<file path="config.mk">
export PLATFORM = sky130hd
export DESIGN_NAME = id_stage
export DESIGN_NICKNAME = d
export VERILOG_FILES = /design/src/rtl/rv32i_pkg.sv /design/src/rtl/id_decoder.sv /design/src/rtl/id_ex_reg.sv /design/src/rtl/id_stage.sv /design/src/rtl/regfile.sv
export SDC_FILE = /design/constraint.sdc
export NUM_CORES = 2
export LEC_CHECK = 0
export BUFFER_PORTS_ARGS = -buffer_cell sky130_fd_sc_hd__buf_4
export CELL_PAD_IN_SITES_DETAIL_PLACEMENT = 0
export CELL_PAD_IN_SITES_GLOBAL_PLACEMENT = 1
export CORE_MARGIN = 5
export CORE_UTILIZATION = 49
export CTS_CLUSTER_DIAMETER = 200
export DETAILED_ROUTE_END_ITERATION = 6
export PLACE_DENSITY_LB_ADDON = 0.2
export SYNTH_ARGS = -nofsm -noshare
export SYNTH_HDL_FRONTEND = slang
export SYNTH_SLANG_ARGS = --single-unit
</file>
<file path="constraint.sdc">
create_clock -name clk -period 6.4 [get_ports clk]
set_input_delay 1.28 -clock clk [delete_from_list [all_inputs] [get_ports clk]]
set_output_delay 1.28 -clock clk [all_outputs]
set_load 0.005 [all_outputs]
</file>
<file path="src/rtl/rv32i_pkg.sv">
package rv32i_pkg;

    typedef logic [31:0] word_t;
    typedef logic [63:0] order_t;
    typedef logic [4:0]  reg_idx_t;
    typedef logic [6:0]  opcode_t;
    typedef logic [2:0]  funct3_t;
    typedef logic [2:0]  alu_op_t;
    typedef logic [2:0]  cmp_op_t;
    typedef logic        alu_m1_sel_t;
    typedef logic        alu_m2_sel_t;
    typedef logic        cmp_m_sel_t;
    typedef logic [3:0]  regf_m_sel_t;

    // Opcodes kept by this stage
    localparam opcode_t OP_LUI   = 7'b0110111;
    localparam opcode_t OP_AUIPC = 7'b0010111;
    localparam opcode_t OP_IMM   = 7'b0010011;
    localparam opcode_t OP_REG   = 7'b0110011;
    localparam opcode_t OP_LOAD  = 7'b0000011;
    localparam opcode_t OP_STORE = 7'b0100011;

    localparam funct3_t F3_ADD  = 3'b000;
    localparam funct3_t F3_SLL  = 3'b001;
    localparam funct3_t F3_SLT  = 3'b010;
    localparam funct3_t F3_SLTU = 3'b011;
    localparam funct3_t F3_XOR  = 3'b100;
    localparam funct3_t F3_SR   = 3'b101; // SRL or SRA by funct7
    localparam funct3_t F3_OR   = 3'b110;
    localparam funct3_t F3_AND  = 3'b111;

    // Load widths
    localparam funct3_t F3_LB  = 3'b000;
    localparam funct3_t F3_LH  = 3'b001;
    localparam funct3_t F3_LW  = 3'b010;
    localparam funct3_t F3_LBU = 3'b100;
    localparam funct3_t F3_LHU = 3'b101;

    // Same as funct3 except SUB and SRA
    localparam alu_op_t ALU_ADD = 3'b000;
    localparam alu_op_t ALU_SLL = 3'b001;
    localparam alu_op_t ALU_SUB = 3'b010;
    localparam alu_op_t ALU_SRA = 3'b011;
    localparam alu_op_t ALU_XOR = 3'b100;
    localparam alu_op_t ALU_SRL = 3'b101;
    localparam alu_op_t ALU_OR  = 3'b110;
    localparam alu_op_t ALU_AND = 3'b111;

    localparam cmp_op_t CMP_BLT  = 3'b100;
    localparam cmp_op_t CMP_BLTU = 3'b110;

    localparam alu_m1_sel_t M1_RS1_V  = 1'b0;
    localparam alu_m1_sel_t M1_PC     = 1'b1;
    localparam alu_m2_sel_t M2_RS2_V  = 1'b0;
    localparam alu_m2_sel_t M2_IMM    = 1'b1;
    localparam cmp_m_sel_t  CMP_RS2_V = 1'b0;
    localparam cmp_m_sel_t  CMP_IMM   = 1'b1;

    // Writeback source
    localparam regf_m_sel_t WB_ALU  = 4'd0;
    localparam regf_m_sel_t WB_CMP  = 4'd1;
    localparam regf_m_sel_t WB_UIMM = 4'd2;
    localparam regf_m_sel_t WB_LB   = 4'd3;
    localparam regf_m_sel_t WB_LH   = 4'd4;
    localparam regf_m_sel_t WB_LW   = 4'd5;
    localparam regf_m_sel_t WB_LBU  = 4'd6;
    localparam regf_m_sel_t WB_LHU  = 4'd7;

endpackage

</file>
<file path="src/rtl/id_decoder.sv">
`timescale 1ns/1ps

module id_decoder (
    input  logic                   i_imem_resp,
    input  rv32i_pkg::word_t       i_inst,
    output rv32i_pkg::reg_idx_t    o_rs1_s,
    output rv32i_pkg::reg_idx_t    o_rs2_s,
    output rv32i_pkg::reg_idx_t    o_rd_s,
    output rv32i_pkg::funct3_t     o_funct3,
    output rv32i_pkg::word_t       o_imm,
    output rv32i_pkg::alu_m1_sel_t o_alu_m1_sel,
    output rv32i_pkg::alu_m2_sel_t o_alu_m2_sel,
    output rv32i_pkg::alu_op_t     o_alu_op,
    output rv32i_pkg::cmp_m_sel_t  o_cmp_m_sel,
    output rv32i_pkg::cmp_op_t     o_cmp_op,
    output logic                   o_mem_read,
    output logic                   o_mem_write,
    output rv32i_pkg::regf_m_sel_t o_regf_m_sel,
    output logic                   o_regf_we
);

    rv32i_pkg::opcode_t opcode;
    rv32i_pkg::funct3_t funct3;
    logic               funct7_b5;
    logic               is_imm;
    rv32i_pkg::word_t   i_imm;
    rv32i_pkg::word_t   s_imm;
    rv32i_pkg::word_t   u_imm;

    assign opcode    = i_inst[6:0];
    assign funct3    = i_inst[14:12];
    assign funct7_b5 = i_inst[30];
    assign is_imm    = (opcode == rv32i_pkg::OP_IMM);

    assign o_rs1_s  = i_inst[19:15];
    assign o_rs2_s  = i_inst[24:20];
    assign o_rd_s   = i_inst[11:7];
    assign o_funct3 = funct3;

    assign i_imm = {{21{i_inst[31]}}, i_inst[30:20]};
    assign s_imm = {{21{i_inst[31]}}, i_inst[30:25], i_inst[11:7]};
    assign u_imm = {i_inst[31:12], 12'h000};

    always_comb begin
        // Unused selects stay at zero
        o_imm        = '0;
        o_alu_m1_sel = rv32i_pkg::M1_RS1_V;
        o_alu_m2_sel = rv32i_pkg::M2_RS2_V;
        o_alu_op     = rv32i_pkg::ALU_ADD;
        o_cmp_m_sel  = rv32i_pkg::CMP_RS2_V;
        o_cmp_op     = '0;
        o_mem_read   = 1'b0;
        o_mem_write  = 1'b0;
        o_regf_m_sel = rv32i_pkg::WB_ALU;
        o_regf_we    = 1'b0;

        if (i_imem_resp) begin
            case (opcode)
                rv32i_pkg::OP_LUI: begin
                    o_imm        = u_imm;
                    o_regf_m_sel = rv32i_pkg::WB_UIMM;
                    o_regf_we    = 1'b1;
                end
                rv32i_pkg::OP_AUIPC: begin
                    o_imm        = u_imm;
                    o_alu_m1_sel = rv32i_pkg::M1_PC;
                    o_alu_m2_sel = rv32i_pkg::M2_IMM;
                    o_regf_we    = 1'b1;
                end
                rv32i_pkg::OP_IMM, rv32i_pkg::OP_REG: begin
                    o_regf_we = 1'b1;
                    if (is_imm) begin
                        o_imm = i_imm;
                    end
                    case (funct3)
                        rv32i_pkg::F3_SLT, rv32i_pkg::F3_SLTU: begin
                            o_cmp_m_sel  = is_imm ? rv32i_pkg::CMP_IMM : rv32i_pkg::CMP_RS2_V;
                            o_cmp_op     = (funct3 == rv32i_pkg::F3_SLT) ? rv32i_pkg::CMP_BLT
                                                                         : rv32i_pkg::CMP_BLTU;
                            o_regf_m_sel = rv32i_pkg::WB_CMP;
                        end
                        default: begin
                            o_alu_m2_sel = is_imm ? rv32i_pkg::M2_IMM : rv32i_pkg::M2_RS2_V;
                            o_alu_op     = funct3; // Direct funct3 to ALU code
                            if (funct3 == rv32i_pkg::F3_SR && funct7_b5) begin
                                o_alu_op = rv32i_pkg::ALU_SRA;
                            end
                            if (funct3 == rv32i_pkg::F3_ADD && funct7_b5 && !is_imm) begin
                                o_alu_op = rv32i_pkg::ALU_SUB; // No SUBI in RV32I
                            end
                        end
                    endcase
                end
                rv32i_pkg::OP_LOAD: begin
                    o_imm        = i_imm;
                    o_alu_m2_sel = rv32i_pkg::M2_IMM;
                    o_mem_read   = 1'b1;
                    o_regf_we    = 1'b1;
                    case (funct3)
                        rv32i_pkg::F3_LB:  o_regf_m_sel = rv32i_pkg::WB_LB;
                        rv32i_pkg::F3_LH:  o_regf_m_sel = rv32i_pkg::WB_LH;
                        rv32i_pkg::F3_LW:  o_regf_m_sel = rv32i_pkg::WB_LW;
                        rv32i_pkg::F3_LBU: o_regf_m_sel = rv32i_pkg::WB_LBU;
                        rv32i_pkg::F3_LHU: o_regf_m_sel = rv32i_pkg::WB_LHU;
                        default:           o_regf_m_sel = rv32i_pkg::WB_ALU;
                    endcase
                end
                rv32i_pkg::OP_STORE: begin
                    o_imm        = s_imm;
                    o_alu_m2_sel = rv32i_pkg::M2_IMM;
                    o_mem_write  = 1'b1; // Width travels on funct3
                end
                default: begin
                    o_imm = '0;
                end
            endcase
        end
    end

endmodule

</file>
<file path="src/rtl/id_ex_reg.sv">
`timescale 1ns/1ps

module id_ex_reg (
    input  logic                   clk,
    input  logic                   i_rst_n,
    input  logic                   i_valid,
    input  rv32i_pkg::word_t       i_pc,
    input  rv32i_pkg::order_t      i_order,
    input  rv32i_pkg::word_t       i_inst,
    input  rv32i_pkg::reg_idx_t    i_rs1_s,
    input  rv32i_pkg::reg_idx_t    i_rs2_s,
    input  rv32i_pkg::reg_idx_t    i_rd_s,
    input  rv32i_pkg::funct3_t     i_funct3,
    input  rv32i_pkg::word_t       i_imm,
    input  rv32i_pkg::alu_m1_sel_t i_alu_m1_sel,
    input  rv32i_pkg::alu_m2_sel_t i_alu_m2_sel,
    input  rv32i_pkg::alu_op_t     i_alu_op,
    input  rv32i_pkg::cmp_m_sel_t  i_cmp_m_sel,
    input  rv32i_pkg::cmp_op_t     i_cmp_op,
    input  logic                   i_mem_read,
    input  logic                   i_mem_write,
    input  rv32i_pkg::regf_m_sel_t i_regf_m_sel,
    input  logic                   i_regf_we,
    input  rv32i_pkg::word_t       i_rs1_v,
    input  rv32i_pkg::word_t       i_rs2_v,
    input  logic                   i_wb_we,
    input  rv32i_pkg::reg_idx_t    i_wb_rd_s,
    input  rv32i_pkg::word_t       i_wb_rd_v,
    output logic                   o_valid,
    output rv32i_pkg::word_t       o_pc,
    output rv32i_pkg::order_t      o_order,
    output rv32i_pkg::word_t       o_inst,
    output rv32i_pkg::reg_idx_t    o_rs1_s,
    output rv32i_pkg::reg_idx_t    o_rs2_s,
    output rv32i_pkg::reg_idx_t    o_rd_s,
    output rv32i_pkg::word_t       o_rs1_v,
    output rv32i_pkg::word_t       o_rs2_v,
    output rv32i_pkg::word_t       o_imm,
    output rv32i_pkg::funct3_t     o_funct3,
    output rv32i_pkg::alu_m1_sel_t o_alu_m1_sel,
    output rv32i_pkg::alu_m2_sel_t o_alu_m2_sel,
    output rv32i_pkg::alu_op_t     o_alu_op,
    output rv32i_pkg::cmp_m_sel_t  o_cmp_m_sel,
    output rv32i_pkg::cmp_op_t     o_cmp_op,
    output logic                   o_mem_read,
    output logic                   o_mem_write,
    output rv32i_pkg::regf_m_sel_t o_regf_m_sel,
    output logic                   o_regf_we
);

    rv32i_pkg::word_t rs1_fwd;
    rv32i_pkg::word_t rs2_fwd;

    // Writeback in the same cycle wins over the stored value
    function automatic rv32i_pkg::word_t fwd_value(
        input logic                wb_we,
        input rv32i_pkg::reg_idx_t wb_rd_s,
        input rv32i_pkg::word_t    wb_rd_v,
        input rv32i_pkg::reg_idx_t src_s,
        input rv32i_pkg::word_t    src_v
    );
        if (wb_we && (wb_rd_s != '0) && (wb_rd_s == src_s)) begin
            return wb_rd_v;
        end
        return src_v;
    endfunction

    assign rs1_fwd = fwd_value(i_wb_we, i_wb_rd_s, i_wb_rd_v, i_rs1_s, i_rs1_v);
    assign rs2_fwd = fwd_value(i_wb_we, i_wb_rd_s, i_wb_rd_v, i_rs2_s, i_rs2_v);

    always_ff @(posedge clk) begin
        if (!i_rst_n) begin
            o_valid      <= 1'b0;
            o_pc         <= '0;
            o_order      <= '0;
            o_inst       <= '0;
            o_rs1_s      <= '0;
            o_rs2_s      <= '0;
            o_rd_s       <= '0;
            o_rs1_v      <= '0;
            o_rs2_v      <= '0;
            o_imm        <= '0;
            o_funct3     <= '0;
            o_alu_m1_sel <= '0;
            o_alu_m2_sel <= '0;
            o_alu_op     <= '0;
            o_cmp_m_sel  <= '0;
            o_cmp_op     <= '0;
            o_mem_read   <= 1'b0;
            o_mem_write  <= 1'b0;
            o_regf_m_sel <= '0;
            o_regf_we    <= 1'b0;
        end else begin
            o_valid      <= i_valid;
            o_pc         <= i_pc;
            o_order      <= i_order;
            o_inst       <= i_inst;
            o_rs1_s      <= i_rs1_s;
            o_rs2_s      <= i_rs2_s;
            o_rd_s       <= i_rd_s;
            o_rs1_v      <= rs1_fwd;
            o_rs2_v      <= rs2_fwd;
            o_imm        <= i_imm;
            o_funct3     <= i_funct3;
            o_alu_m1_sel <= i_alu_m1_sel;
            o_alu_m2_sel <= i_alu_m2_sel;
            o_alu_op     <= i_alu_op;
            o_cmp_m_sel  <= i_cmp_m_sel;
            o_cmp_op     <= i_cmp_op;
            o_mem_read   <= i_mem_read;
            o_mem_write  <= i_mem_write;
            o_regf_m_sel <= i_regf_m_sel;
            o_regf_we    <= i_regf_we;
        end
    end

endmodule

</file>
<file path="src/rtl/id_stage.sv">
`timescale 1ns/1ps

module id_stage (
    input  logic                   clk,
    input  logic                   i_rst_n,
    input  logic                   i_imem_resp,
    input  rv32i_pkg::word_t       i_imem_rdata,
    input  rv32i_pkg::word_t       i_pc,
    input  rv32i_pkg::order_t      i_order,
    input  logic                   i_wb_regf_we,
    input  rv32i_pkg::reg_idx_t    i_wb_rd_s,
    input  rv32i_pkg::word_t       i_wb_rd_v,
    output logic                   o_valid,
    output rv32i_pkg::word_t       o_pc,
    output rv32i_pkg::order_t      o_order,
    output rv32i_pkg::word_t       o_inst,
    output rv32i_pkg::reg_idx_t    o_rs1_s,
    output rv32i_pkg::reg_idx_t    o_rs2_s,
    output rv32i_pkg::reg_idx_t    o_rd_s,
    output rv32i_pkg::word_t       o_rs1_v,
    output rv32i_pkg::word_t       o_rs2_v,
    output rv32i_pkg::word_t       o_imm,
    output rv32i_pkg::funct3_t     o_funct3,
    output rv32i_pkg::alu_m1_sel_t o_alu_m1_sel,
    output rv32i_pkg::alu_m2_sel_t o_alu_m2_sel,
    output rv32i_pkg::alu_op_t     o_alu_op,
    output rv32i_pkg::cmp_m_sel_t  o_cmp_m_sel,
    output rv32i_pkg::cmp_op_t     o_cmp_op,
    output logic                   o_mem_read,
    output logic                   o_mem_write,
    output rv32i_pkg::regf_m_sel_t o_regf_m_sel,
    output logic                   o_regf_we
);

    rv32i_pkg::reg_idx_t    dec_rs1_s;
    rv32i_pkg::reg_idx_t    dec_rs2_s;
    rv32i_pkg::reg_idx_t    dec_rd_s;
    rv32i_pkg::funct3_t     dec_funct3;
    rv32i_pkg::word_t       dec_imm;
    rv32i_pkg::alu_m1_sel_t dec_alu_m1_sel;
    rv32i_pkg::alu_m2_sel_t dec_alu_m2_sel;
    rv32i_pkg::alu_op_t     dec_alu_op;
    rv32i_pkg::cmp_m_sel_t  dec_cmp_m_sel;
    rv32i_pkg::cmp_op_t     dec_cmp_op;
    logic                   dec_mem_read;
    logic                   dec_mem_write;
    rv32i_pkg::regf_m_sel_t dec_regf_m_sel;
    logic                   dec_regf_we;
    rv32i_pkg::word_t       rf_rs1_v;
    rv32i_pkg::word_t       rf_rs2_v;

    id_decoder u_decoder (
        .i_imem_resp  (i_imem_resp),
        .i_inst       (i_imem_rdata),
        .o_rs1_s      (dec_rs1_s),
        .o_rs2_s      (dec_rs2_s),
        .o_rd_s       (dec_rd_s),
        .o_funct3     (dec_funct3),
        .o_imm        (dec_imm),
        .o_alu_m1_sel (dec_alu_m1_sel),
        .o_alu_m2_sel (dec_alu_m2_sel),
        .o_alu_op     (dec_alu_op),
        .o_cmp_m_sel  (dec_cmp_m_sel),
        .o_cmp_op     (dec_cmp_op),
        .o_mem_read   (dec_mem_read),
        .o_mem_write  (dec_mem_write),
        .o_regf_m_sel (dec_regf_m_sel),
        .o_regf_we    (dec_regf_we)
    );

    regfile u_regfile (
        .clk     (clk),
        .i_rst_n (i_rst_n),
        .i_we    (i_wb_regf_we),
        .i_rd_s  (i_wb_rd_s),
        .i_rd_v  (i_wb_rd_v),
        .i_rs1_s (dec_rs1_s),
        .i_rs2_s (dec_rs2_s),
        .o_rs1_v (rf_rs1_v),
        .o_rs2_v (rf_rs2_v)
    );

    id_ex_reg u_id_ex (
        .clk          (clk),
        .i_rst_n      (i_rst_n),
        .i_valid      (i_imem_resp),
        .i_pc         (i_pc),
        .i_order      (i_order),
        .i_inst       (i_imem_rdata),
        .i_rs1_s      (dec_rs1_s),
        .i_rs2_s      (dec_rs2_s),
        .i_rd_s       (dec_rd_s),
        .i_funct3     (dec_funct3),
        .i_imm        (dec_imm),
        .i_alu_m1_sel (dec_alu_m1_sel),
        .i_alu_m2_sel (dec_alu_m2_sel),
        .i_alu_op     (dec_alu_op),
        .i_cmp_m_sel  (dec_cmp_m_sel),
        .i_cmp_op     (dec_cmp_op),
        .i_mem_read   (dec_mem_read),
        .i_mem_write  (dec_mem_write),
        .i_regf_m_sel (dec_regf_m_sel),
        .i_regf_we    (dec_regf_we),
        .i_rs1_v      (rf_rs1_v),
        .i_rs2_v      (rf_rs2_v),
        .i_wb_we      (i_wb_regf_we),
        .i_wb_rd_s    (i_wb_rd_s),
        .i_wb_rd_v    (i_wb_rd_v),
        .o_valid      (o_valid),
        .o_pc         (o_pc),
        .o_order      (o_order),
        .o_inst       (o_inst),
        .o_rs1_s      (o_rs1_s),
        .o_rs2_s      (o_rs2_s),
        .o_rd_s       (o_rd_s),
        .o_rs1_v      (o_rs1_v),
        .o_rs2_v      (o_rs2_v),
        .o_imm        (o_imm),
        .o_funct3     (o_funct3),
        .o_alu_m1_sel (o_alu_m1_sel),
        .o_alu_m2_sel (o_alu_m2_sel),
        .o_alu_op     (o_alu_op),
        .o_cmp_m_sel  (o_cmp_m_sel),
        .o_cmp_op     (o_cmp_op),
        .o_mem_read   (o_mem_read),
        .o_mem_write  (o_mem_write),
        .o_regf_m_sel (o_regf_m_sel),
        .o_regf_we    (o_regf_we)
    );

endmodule

</file>
<file path="src/rtl/regfile.sv">
`timescale 1ns/1ps

module regfile (
    input  logic                clk,
    input  logic                i_rst_n,
    input  logic                i_we,
    input  rv32i_pkg::reg_idx_t i_rd_s,
    input  rv32i_pkg::word_t    i_rd_v,
    input  rv32i_pkg::reg_idx_t i_rs1_s,
    input  rv32i_pkg::reg_idx_t i_rs2_s,
    output rv32i_pkg::word_t    o_rs1_v,
    output rv32i_pkg::word_t    o_rs2_v
);

    rv32i_pkg::word_t regs [32];

    always_ff @(posedge clk) begin
        if (!i_rst_n) begin
            for (int i = 0; i < 32; i++) begin
                regs[i] <= '0;
            end
        end else if (i_we && (i_rd_s != '0)) begin // x0 stays zero
            regs[i_rd_s] <= i_rd_v;
        end
    end

    // Forwarding lives in the ID/EX register
    assign o_rs1_v = regs[i_rs1_s];
    assign o_rs2_v = regs[i_rs2_s];

endmodule

</file>
==> summary.md <==
| Metric | Value |
|---|---|
| Final total power | `20000 uW` |
| Cell Rows | `131` |
| Nets | `5148` |
| Sw power | `5100 uW` |
| Pin count of the biggest net entering global routing | `100` |
| Initial antenna violation count | `15` |
| All-Layer GR Usage | `0.331` |
| Crit share post-route | `0.582` |
| Clk_skew | `0.0392 ns` |
| Combinational fraction of design power | `0.119` |
| Chip Width | `369 um` |
| Count of cell types in the netlist | `68` |
| Syn avg cell area | `13.3 um2` |
| Top Ports | `428` |
| Final Cell Area | `0.0723 mm2` |
| Worst-margin pin slew | `1.39 ns` |
| First-pass GRT wire length | `323 mm` |
| Fmax | `269 MHz` |
| Hold crit path type | `in2reg` |
| P&R area growth vs syn | `14.4%` |
| Grt total ovfl | `0` |
| Switching Fraction | `0.255` |
| Commonest cells in the netlist | `and2_1, edfxtp_1, mux2i_1, clkbuf_1, mux4_2` |
| Mapped Area | `0.0632 mm2` |
| Crit path DAT | `4.32 ns` |
| Crit path launch type | `primary input` |
| Post-synth ARST share | `0` |
| Clk pin slew, worst setup/hold paths | `about 0.060 ns` |
| Seq/Total Area, Yosys | `0.562` |
| TNS Setup | `0 ns` |
| Slew Viols, Final | `0` |
| Number of H-tree levels | `4` |
| Leakage power | `approximately 0.027 uW` |
| CTS Buf Count | `141` |
| Status | `complete, no violations` |
| Syn. warnings | `0` |
| DP Wirelength | `143 mm` |
| Post-Route WL | `231 mm` |
| FF+latch count, synth | `1263` |
| Period minus WS final | `about 3.7 ns` |
| Unrepaired setup endpoints after global routing | `false` |
| Routed WL per cell | `roughly 34 um` |
| Power Density | `between 200 and 300 mW/mm2` |
| Worst-path fanout max | `34` |
| Root buffer cell | `clkbuf_16` |
| Latest clock arrival within the worst-skew pair | `between 0.7 and 0.8 ns` |
| Post-Syn Instances | `4740` |
| Number of port buffers | `425` |
| Core Region | `0.128 mm2` |
| Count leader, synth | `and2_1` |
| Critical path class | `in2reg` |
| DP Area | `slightly below 0.07 mm2` |
| Via count | `44500` |
| # setup viols final | `0` |
| Top-area cell type share of the netlist area | `0.486` |
| Hold Buf Count CTS | `0` |
| GP Congestion | `~0.88` |
| Post-CTS Setup Repair Bufs | `0` |
| Crit. End Element | `register` |
| Detailed Routing Iterations Pass 1 | `6` |
| Post_cts resized | `0` |
| DR vias/cell | `6.59` |
| Share of layout cells above drive strength 1 | `0.246` |
| Chip height | `~370 um` |
| Final ANT Viol Nets | `0` |
| Clk pwr share | `0.400` |
| Maximum VDD drop | `267 uV` |
| Hold Vio Cnt, Final | `0` |
| Clk sinks | `between 1000 and 1500` |
| Number of global-route vias before repair | `43500` |
| Cell Int Power | `between 10000 and 15000 uW` |
| Leading area contributor after synthesis | `edfxtp_1` |
| Drt initial violations | `6092` |
| Maximum clock insertion buffer count | `3` |
| Number of flops mapped to enable cells by yosys | `around 1000` |
| Slew Limit Headroom | `0.0718` |
| Worst EP required | `7.00 ns` |
| Die ar. | `0.136 mm2` |
| Top cells by area, synth | `edfxtp_1, and2_1, mux4_2` |
| Initial Util | `0.494` |
| Predominant post-synthesis flop cell | `edfxtp_1` |
| DRC | `0` |
| Max-Cap Viols | `0` |
| CTS tree | `built` |
| Power share of the sequential group | `0.481` |
==> stage by stage <==
step                      cells  setup WS (ns)   util  hold slack (ns)
final                      6758           2.68  0.566            0.703
after global routing       6756           2.72  0.566            0.680
after floorplan            4773           1.32      -            0.762
after CTS                  6756           2.78  0.566            0.660
after detailed placement   6498           1.96  0.530            0.813
after global placement     6496           2.01  0.530            0.816
==> logic make-up after synthesis <==
group,share of synthesized area
xor gates and xnor gates,0.00152
and+or+nand+nor,0.134
muxes,0.175
AOI/OAI and AO/OA,0.0810
other,0.0000593
DFF,0.562
buffers and inverters,0.0459
==> area by class of cell <==
type	count	area, um2
Antenna cell	2	5.00
Clock buffer	200	4150
Clock inverter	58	357
Fill cell	10400	55500
Inverter	13	51.3
Multi-Input combinational cell	2966	25400
Sequential cell	1263	35500
Tap cell	1662	2080
Timing Repair Buffer	594	4700
==> state kept, by name (all words and copies together), names as in the netlist, 18 cells and up <==
name / flops
u_regfile.regs: 1024
u_id_ex.o_order: 64
u_id_ex.o_imm: 32
u_id_ex.o_pc: 32
u_id_ex.o_rs1_v: 32
u_id_ex.o_rs2_v: 32
u_id_ex.o_inst: 18
==> worst max-delay path, cell delays in order <==
cell and delay, ns:
buf_4 0.33, buf_4 0.28, nand2b_1 0.61, buf_4 0.47, o22ai_1 0.27, o22ai_1 0.13, a221oi_1 0.72, a31oi_1 0.16
==> placed cells by master, fill, tap and decap left out, types with 11 or more instances in the layout <==
master / synthesis / layout
and2_1: 1033 / 1031
edfxtp_1: 1024 / 1024
buf_4: 37 / 572
mux2i_1: 408 / 408
mux4_2: 244 / 244
dfxtp_1: 239 / 239
clkbuf_16: 0 / 152
a221oi_1: 150 / 150
nor3_1: 137 / 137
o21ai_0: 156 / 125
mux2_2: 96 / 96
nor2_1: 127 / 95
a21oi_1: 75 / 75
o22ai_1: 58 / 58
nand2_1: 55 / 54
a22oi_1: 52 / 52
a221o_1: 45 / 45
conb_1: 1 / 34
clkinv_2: 0 / 32
o21ai_4: 0 / 31
clkbuf_1: 337 / 31
a211o_1: 26 / 26
a31oi_1: 25 / 25
nor2_2: 1 / 23
nand2b_1: 23 / 23
a21o_1: 19 / 19
nor3b_1: 18 / 18
clkbuf_8: 0 / 18
clkinv_1: 2 / 17
buf_12: 11 / 17
nand3_1: 16 / 16
a221oi_2: 16 / 16
mux4_1: 16 / 16
a41oi_1: 11 / 11
o31ai_1: 11 / 11
==> routing by layer <==
metal	part of all wire	track usage	up-vias
met5	0.00011	0.00142	-
met4	0.056	0.162	4
met3	0.12	0.0788	596
met2	0.45	0.508	3122
met1	0.38	0.444	22500
li1	-	-	18300
==> power by group through the flow <==
stage                     clock, uW  sequential [uW]  combinational [uW]
after global routing           8410             9630                2460
after global placement            0             9730                2320
after detailed placement          0             9750                2330
after floorplan                   0             9670                1360
final                          7990             9600                2380
after CTS                      8040             9580                2340
==> worst paths after layout <==
kind	cells past startpoint	slack [ns]	end	start
max reg2reg	5	4.14	u_id_ex.o_rs2_v[24]$_SDFF_PN0_	u_regfile.regs[15][24]$_SDFFCE_PN0P_
min	2	0.70	u_id_ex.o_imm[28]$_SDFF_PN0_	i_imem_rdata[28]
min reg2reg	3	0.84	u_id_ex.o_rs2_v[2]$_SDFF_PN0_	u_regfile.regs[28][2]$_SDFFCE_PN0P_
max	8	2.68	u_id_ex.o_rs2_v[15]$_SDFF_PN0_	i_imem_rdata[22]
(Power assumes the default switching activity.)
